**config.mk**
```make
export PLATFORM = sky130hd
export DESIGN_NAME = revo_trigger_top
export DESIGN_NICKNAME = d
export VERILOG_FILES = /design/src/source/orbit_pkg.sv /design/src/source/trigger_pkg.sv /design/src/source/orbit_if.sv /design/src/source/config_if.sv /design/src/source/revo_decoder.sv /design/src/source/trigger_config.sv /design/src/source/bunch_marker_matcher.sv /design/src/source/trigger_output.sv /design/src/source/revo_trigger_top.sv
export VERILOG_INCLUDE_DIRS = /design/src /design/src/source
export SDC_FILE = /design/constraint.sdc
export NUM_CORES = 1
export LEC_CHECK = 0
export ABC_CLOCK_PERIOD_IN_PS = 5580
export BUFFER_PORTS_ARGS = -buffer_cell sky130_fd_sc_hd__buf_2
export CAP_MARGIN = 10
export CORE_UTILIZATION = 45
export DETAILED_ROUTE_END_ITERATION = 16
export PLACE_DENSITY = 0.72
export SYNTH_ARGS = -nofsm -noshare
export SYNTH_HDL_FRONTEND = slang
export SYNTH_SLANG_ARGS = --single-unit
export TNS_END_PERCENT = 100
```
**constraint.sdc**
```tcl
create_clock -name clock127 -period 5.58 [get_ports clock127]
set_input_delay 0.279 -clock clock127 [delete_from_list [all_inputs] [get_ports clock127]]
set_output_delay 0.279 -clock clock127 [all_outputs]
set_load 0.01 [all_outputs]
```
**src/source/revo_settings.svh**
```systemverilog
`ifndef REVO_SETTINGS_SVH
`define REVO_SETTINGS_SVH

// clock127 cycles in one beam orbit
`define ORBIT_CLOCKS 1280

`define FRAME_ORBITS 9 // orbits per frame

`define PRESCALE_LOG2_BITS 4 // exponent up to 15

`define TRIGGER_COUNT_BITS 16

`endif

```
**src/source/orbit_pkg.sv**
```systemverilog
`include "revo_settings.svh"

package orbit_pkg;

	// 0 to 1279
	typedef logic [$clog2(`ORBIT_CLOCKS)-1:0] orbit_pos_t;

	// 0 to 8
	typedef logic [$clog2(`FRAME_ORBITS)-1:0] frame_index_t;

	typedef enum logic {
		sync_searching,
		sync_locked
	} sync_state_t;

endpackage

```
**src/source/trigger_pkg.sv**
```systemverilog
`include "revo_settings.svh"

package trigger_pkg;

	typedef enum logic [2:0] {
		op_marker_a,
		op_marker_b,
		op_marker_c,
		op_marker_d,
		op_prescale,
		op_enable
	} config_op_t;

	typedef struct packed {
		logic [`FRAME_ORBITS-1:0] frame_mask; // bit k arms orbit k of the frame
		orbit_pkg::orbit_pos_t position;
	} bunch_marker_t;

	// a has the highest priority
	typedef enum logic [1:0] {
		marker_a,
		marker_b,
		marker_c,
		marker_d
	} marker_id_t;

endpackage

```
**src/source/orbit_if.sv**
```systemverilog
`timescale 1ns/1ps

interface orbit_if;
	import orbit_pkg::*;

	orbit_pos_t position;
	logic orbit_start; // first cycle of an orbit
	frame_index_t frame_index;
	logic locked;

	modport decoder (
		output position, orbit_start, frame_index, locked
	);

	modport sink (
		input position, orbit_start, frame_index, locked
	);

endinterface

```
**src/source/config_if.sv**
```systemverilog
`timescale 1ns/1ps
`include "revo_settings.svh"

interface config_if;
	import trigger_pkg::*;

	bunch_marker_t markers [4]; // indexed by marker id
	logic [`PRESCALE_LOG2_BITS-1:0] prescale_log2;
	logic enable;

	modport source (
		output markers, prescale_log2, enable
	);

	modport sink (
		input markers, prescale_log2, enable
	);

endinterface

```
**src/source/revo_decoder.sv**
```systemverilog
`timescale 1ns/1ps
`include "revo_settings.svh"

module revo_decoder (
	input logic clock127,
	input logic reset,
	input logic revo,
	orbit_if.decoder orbit
);
	import orbit_pkg::*;

	orbit_pos_t position;
	frame_index_t frame_index;
	frame_index_t frame_index_next;
	sync_state_t state;
	logic orbit_start;
	logic orbit_end;
	logic new_orbit;

	assign orbit_end = (position == orbit_pos_t'(`ORBIT_CLOCKS - 1));
	assign new_orbit = revo || orbit_end; // revo wins over the free-running wrap

	assign frame_index_next = (frame_index == frame_index_t'(`FRAME_ORBITS - 1)) ?
		'0 : frame_index + 1'b1;

	always_ff @(posedge clock127) begin
		if (reset) begin
			position <= '0;
			frame_index <= '0;
			orbit_start <= 1'b0;
		end else begin
			orbit_start <= new_orbit;
			if (new_orbit) begin
				position <= '0;
				frame_index <= frame_index_next; // index is valid with orbit_start
			end else begin
				position <= position + 1'b1;
			end
		end
	end

	// a revo off the expected slot is a phase error
	always_ff @(posedge clock127) begin
		if (reset) begin
			state <= sync_searching;
		end else if (revo) begin
			case (state)
				sync_searching: state <= sync_locked;
				sync_locked: begin
					if (!orbit_end) begin
						state <= sync_searching; // realigned so lock drops
					end
				end
			endcase
		end
	end

	assign orbit.position = position;
	assign orbit.orbit_start = orbit_start;
	assign orbit.frame_index = frame_index;
	assign orbit.locked = (state == sync_locked);

endmodule

```
**src/source/trigger_config.sv**
```systemverilog
`timescale 1ns/1ps
`include "revo_settings.svh"

module trigger_config (
	input logic clock127,
	input logic reset,
	input logic config_strobe,
	input trigger_pkg::config_op_t config_op,
	input logic [24:0] config_data,
	config_if.source cfg
);
	import trigger_pkg::*;

	bunch_marker_t data_marker;

	// legacy 25-bit marker register layout
	assign data_marker.position = config_data[12:2];
	assign data_marker.frame_mask = config_data[24:16];

	always_ff @(posedge clock127) begin
		if (reset) begin
			for (int i = 0; i < 4; i++) begin
				cfg.markers[i] <= '0;
			end
			cfg.prescale_log2 <= '0;
			cfg.enable <= 1'b0;
		end else if (config_strobe) begin
			case (config_op)
				op_marker_a: cfg.markers[marker_a] <= data_marker;
				op_marker_b: cfg.markers[marker_b] <= data_marker;
				op_marker_c: cfg.markers[marker_c] <= data_marker;
				op_marker_d: cfg.markers[marker_d] <= data_marker;
				op_prescale: cfg.prescale_log2 <= config_data[`PRESCALE_LOG2_BITS-1:0];
				op_enable: cfg.enable <= config_data[0];
				default: ; // unused opcodes ignored
			endcase
		end
	end

endmodule

```
**src/source/bunch_marker_matcher.sv**
```systemverilog
`timescale 1ns/1ps
`include "revo_settings.svh"

module bunch_marker_matcher (
	input logic clock127,
	input logic reset,
	orbit_if.sink orbit,
	config_if.sink cfg,
	output logic hit,
	output trigger_pkg::marker_id_t hit_marker
);
	import trigger_pkg::*;

	localparam int PRESCALE_COUNT_BITS = 1 << `PRESCALE_LOG2_BITS; // holds 2^15

	bunch_marker_t snap [4];
	logic armed;
	logic frame_boundary;
	logic [PRESCALE_COUNT_BITS-1:0] frame_count;
	logic [PRESCALE_COUNT_BITS-1:0] frame_limit;
	logic match;
	marker_id_t match_id;

	assign frame_boundary = orbit.orbit_start && (orbit.frame_index == '0);
	assign frame_limit = {{(PRESCALE_COUNT_BITS-1){1'b0}}, 1'b1} << cfg.prescale_log2;

	// configuration only changes between frames
	always_ff @(posedge clock127) begin
		if (frame_boundary) begin
			snap <= cfg.markers;
		end
	end

	always_ff @(posedge clock127) begin
		if (reset) begin
			armed <= 1'b0;
			frame_count <= {{(PRESCALE_COUNT_BITS-1){1'b0}}, 1'b1};
		end else if (frame_boundary) begin
			armed <= 1'b0;
			if (cfg.enable && orbit.locked) begin
				if (frame_count < frame_limit) begin
					frame_count <= frame_count + 1'b1;
				end else begin
					armed <= 1'b1; // one frame in 2^N
					frame_count <= {{(PRESCALE_COUNT_BITS-1){1'b0}}, 1'b1};
				end
			end
		end
	end

	// walk d up to a so the highest-priority position match decides
	always_comb begin
		match = 1'b0;
		match_id = marker_a;
		for (int i = 3; i >= 0; i--) begin
			if (snap[i].position == orbit.position) begin
				match = snap[i].frame_mask[orbit.frame_index];
				match_id = marker_id_t'(i);
			end
		end
	end

	always_ff @(posedge clock127) begin
		if (reset) begin
			hit <= 1'b0;
		end else begin
			hit <= armed && match;
		end
	end

	always_ff @(posedge clock127) begin
		hit_marker <= match_id;
	end

endmodule

```
**src/source/trigger_output.sv**
```systemverilog
`timescale 1ns/1ps
`include "revo_settings.svh"

module trigger_output (
	input logic clock127,
	input logic reset,
	orbit_if.sink orbit,
	input logic hit,
	input trigger_pkg::marker_id_t hit_marker,
	output logic frame,
	output logic frame9,
	output logic trigger,
	output trigger_pkg::marker_id_t trigger_marker,
	output logic [`TRIGGER_COUNT_BITS-1:0] trigger_count
);

	always_ff @(posedge clock127) begin
		if (reset) begin
			frame <= 1'b0;
			frame9 <= 1'b0;
			trigger <= 1'b0;
			trigger_count <= '0;
		end else begin
			frame <= orbit.orbit_start;
			frame9 <= orbit.orbit_start && (orbit.frame_index == '0); // first orbit of frame
			trigger <= hit;
			if (hit) begin
				trigger_count <= trigger_count + 1'b1; // wraps
			end
		end
	end

	always_ff @(posedge clock127) begin
		trigger_marker <= hit_marker;
	end

endmodule

```
**src/source/revo_trigger_top.sv**
```systemverilog
`timescale 1ns/1ps
`include "revo_settings.svh"

module revo_trigger_top (
	input logic clock127,
	input logic reset,
	input logic revo, // already decoded single-cycle strobe
	input logic config_strobe,
	input trigger_pkg::config_op_t config_op,
	input logic [24:0] config_data,
	output logic frame,
	output logic frame9,
	output logic trigger,
	output trigger_pkg::marker_id_t trigger_marker,
	output logic [`TRIGGER_COUNT_BITS-1:0] trigger_count,
	output logic locked
);

	orbit_if orbit_bus ();
	config_if cfg_bus ();

	revo_decoder u_revo_decoder (
		.clock127 (clock127),
		.reset (reset),
		.revo (revo),
		.orbit (orbit_bus.decoder)
	);

	trigger_config u_trigger_config (
		.clock127 (clock127),
		.reset (reset),
		.config_strobe (config_strobe),
		.config_op (config_op),
		.config_data (config_data),
		.cfg (cfg_bus.source)
	);

	trigger_pkg::marker_id_t hit_marker;
	logic hit;

	bunch_marker_matcher u_bunch_marker_matcher (
		.clock127 (clock127),
		.reset (reset),
		.orbit (orbit_bus.sink),
		.cfg (cfg_bus.sink),
		.hit (hit),
		.hit_marker (hit_marker)
	);

	trigger_output u_trigger_output (
		.clock127 (clock127),
		.reset (reset),
		.orbit (orbit_bus.sink),
		.hit (hit),
		.hit_marker (hit_marker),
		.frame (frame),
		.frame9 (frame9),
		.trigger (trigger),
		.trigger_marker (trigger_marker),
		.trigger_count (trigger_count)
	);

	assign locked = orbit_bus.locked;

endmodule

```
==> results by group <==
Synth
  – Sequential area share after synthesis: 58.6%
  – Syn Nets: 935
  – Synth Flop Type: dfxtp_1
  – Synth Instances: 883
  – Synth async-reset ratio: 0%
  – FF+latch count, synth: 223
  – Synth Warn #: 0
  – Syn avg cell area: 10.2 um2
  – Distinct cells, synth: 51
  – Post-synth EDFFs: 80
  – Post-synthesis cell area: 8980 um2

GRT
  – Number of global-route vias before repair: 5917
  – GR peak layer: met2
  – Initial antenna violation count: 1
  – Total Routing Usage GR: 19.2%
  – First-pass GRT wire length: 30500 um
  – Met2 usage: 32.4%
  – Met3 Usage GRT: 3.66%
  – Largest net degree at the start of global routing: 84
  – GRT overflow: 0
  – Global Route met1 Usage: 24.7%

Worst hold path
  – Hold Startpoint: config_data[1]
  – Worst Hold Class: in2reg

Outcome
  – Status: completed

Power and ir drop
  – Worst vdd ir: 207 uV
  – Total power: 3460 uW
  – P per Cell Area: 339 nW/um2
  – Pleak: 0.00374 uW

Critical path
  – CP Capture Type: flop
  – Slowest-stage cell, CP: o221ai_2
  – FF-to-FF Start: u_revo_decoder.orbit.frame_index[1]
  – Kind of critical path: reg2reg
  – Startpoint Class: flop
  – Worst path buffer plus inverter count: 1
  – CP max FO: 16
  – Largest stage delay, worst path: 0.63 ns
  – Critical Path RT: 5.94 ns
  – Most used cell, CP: nor2_1
  – CP Cell Sequence: inv_1 -> ha_1 -> nand4bb_1 -> nor2_1 -> o211ai_1 -> o221ai_2 -> nor2_1
  – Critical Path AT: 3.04 ns
  – Top delay family on crit path: compound AO/OA/AOI/OAI gates
  – Setup crit start: u_revo_decoder.orbit.frame_index[1]

Clock tree
  – Post-CTS Setup Inserts: 0
  – Hold-fix buffers at CTS: 0
  – Clock root buffer master: clkbuf_16
  – Worst skew pair latency: 0.50 ns
  – Sink Count: 223
  – H-tree Lvls: 1
  – Resized Gates After CTS: 0
  – Total CTS buffers: 24
  – CTS tree: built
  – Bufs on Longest Clock Path: 3
  – Reg clk slew, reported paths: 0.06 ns

Final layout
  – Share of cells above drive strength 1: 11.2%
  – # nets final: 965
  – Synth-to-layout area growth: 13.6%
  – Fillers: 1742
  – Area occupied by multi-input gates: 3490 um2
  – FF+latch area: 5270 um2
  – Post-route insts no fill: 1198

Detailed routing
  – Starting DRT DRC Count: 419
  – Vias per cell: 5.20
  – WL per Instance: 15.7 um
  – Vias: 6225
  – Number of routed nets with antenna violations: 0
  – Drt pass-1 iters: 5
  – Total Wirelength: 18900 um
  – DRC viols: 0

STA
  – Final worst path period share: 48.1%
  – Unrepaired setup endpoints after global routing: no
  – Max_slew headroom: 30.5%
  – Hold slack: 0.0349 ns
  – Setup TNS: 0 ns
  – Hold Vio Cnt, Final: 0
  – Fmax achieved: 0.372 GHz
  – Worst-Margin Slew: 1.04 ns
  – Layout Skew: 0.0135 ns
  – Final min period: 2.69 ns
  – Final setup vio count: 0
  – Max-slew violations: 0
  – Worst setup margin: 2.89 ns

Placement
  – Number of port buffers: 50
  – Pre-CTS WS: 2.87 ns
  – GPL Wtd Cong: 0.811
  – Inst Count DP: 1152
  – Dpl hpwl: 12000 um

Die
  – IO Pins: 54
  – Die H: 143 um
  – Die area: 20500 um2
  – Die W: 143 um
  – Core area: 19500 um2
  – Initial Utilization: 46.0%
  – Rows: 51

Flow run
  – # Max-Cap Violations: 0
-- routing by layer --
metal	routed length [um]	part of all wire, %
met5	0	0
met4	382	2.0
met3	1220	6.5
met2	8960	48
met1	8300	44
-- flip-flops by register name (all words and copies together), names as in the netlist, 2 cells and up --
signal                              flops
u_bunch_marker_matcher.snap            80
u_trigger_config.cfg.markers           80
u_bunch_marker_matcher.frame_count     16
u_trigger_output.trigger_count         16
u_revo_decoder.orbit.position          11
u_revo_decoder.orbit.frame_index        4
u_trigger_config.cfg.prescale_log2      4
u_bunch_marker_matcher.hit_marker       2
u_trigger_output.trigger_marker         2
-- logic make-up after synthesis --
| group | Yosys count | share of synthesized area [%] |
|---|---|---|
| buffers and inverters | 56 | 2.56 |
| AO/OA/AOI/OAI | 124 | 7.69 |
| AND/OR/NAND/NOR | 363 | 17.8 |
| XOR/XNOR | 80 | 7.80 |
| multiplexers | 17 | 2.74 |
| adder cells (fa/ha/maj) | 20 | 2.79 |
| flip-flops | 223 | 58.6 |
-- power breakdown --
group,switching (uW),internal [uW],total [uW]
registers,23.6,1720,1750
logic,89.2,44.4,134
clock network,622,962,1580
total,735,2730,3460
-- layout make-up --
| cell class | instances | share of cell area (%) |
|---|---|---|
| diodes | 2 | 0.0491 |
| clock buffers | 32 | 6.78 |
| clock inverters | 12 | 1.08 |
| inverters | 6 | 0.233 |
| multi-input cells | 604 | 34.2 |
| flip-flops and latches | 223 | 51.6 |
| well taps | 265 | 3.25 |
| repair buffers | 54 | 2.77 |
-- cells in the mapped netlist, types with 3 or more instances --
library cell,instances,area (um2)
a21o_1,7,52.6
a21oi_1,93,465
and2_1,4,25.0
and3_1,10,62.6
and4_1,3,26.3
buf_2,4,20.0
clkbuf_1,44,165
dfxtp_1,143,2860
edfxtp_1,80,2400
ha_1,20,250
inv_1,6,22.5
mux2i_1,10,100
mux4_2,6,135
nand2_1,197,739
nand2b_1,4,25.0
nand3_1,20,100
nand4_1,17,106
nor2_1,70,263
nor2b_1,10,62.6
nor3_1,10,50.1
nor4_1,5,31.3
o21ai_0,7,35.0
or3_1,4,25.0
xnor2_1,39,342
xor2_1,41,359
-- per-stage QoR --
stage,cell area (um2),util (%)
after floorplan,8980,-
after global placement,9390,48.1
after detailed placement,9390,48.1
after CTS,10200,52.2
after global routing,10200,52.2
final,10200,52.2
-- layout by cell type (no fill, tap or decap), types with 20 or more instances in the layout --
master	n
buf_2	49
nor2_1	70
nand3_1	20
ha_1	20
xnor2_1	39
xor2_1	41
dfxtp_1	143
a21oi_1	93
nand2_1	197
clkbuf_16	25
edfxtp_1	80
-- final timing paths --
| path | endpoint | slack [ns] | depth (start not counted) |
|---|---|---|---|
| worst min-delay path | u_trigger_config.cfg.prescale_log2[1] | 0.03 | 3 |
| worst max register to register | u_bunch_marker_matcher.frame_count[13] | 2.89 | 7 |
| worst max-delay path | u_bunch_marker_matcher.frame_count[13] | 2.89 | 7 |
| worst min register to register | u_trigger_output.trigger_marker[1] | 0.33 | 0 |
-- worst register-to-register path: stages (launching register included) --
cell	delay, ns
dfxtp_1	0.52
inv_1	0.20
ha_1	0.25
nand4bb_1	0.23
nor2_1	0.38
o211ai_1	0.20
o221ai_2	0.63
nor2_1	0.13
Power figures use the tool's default switching activity.
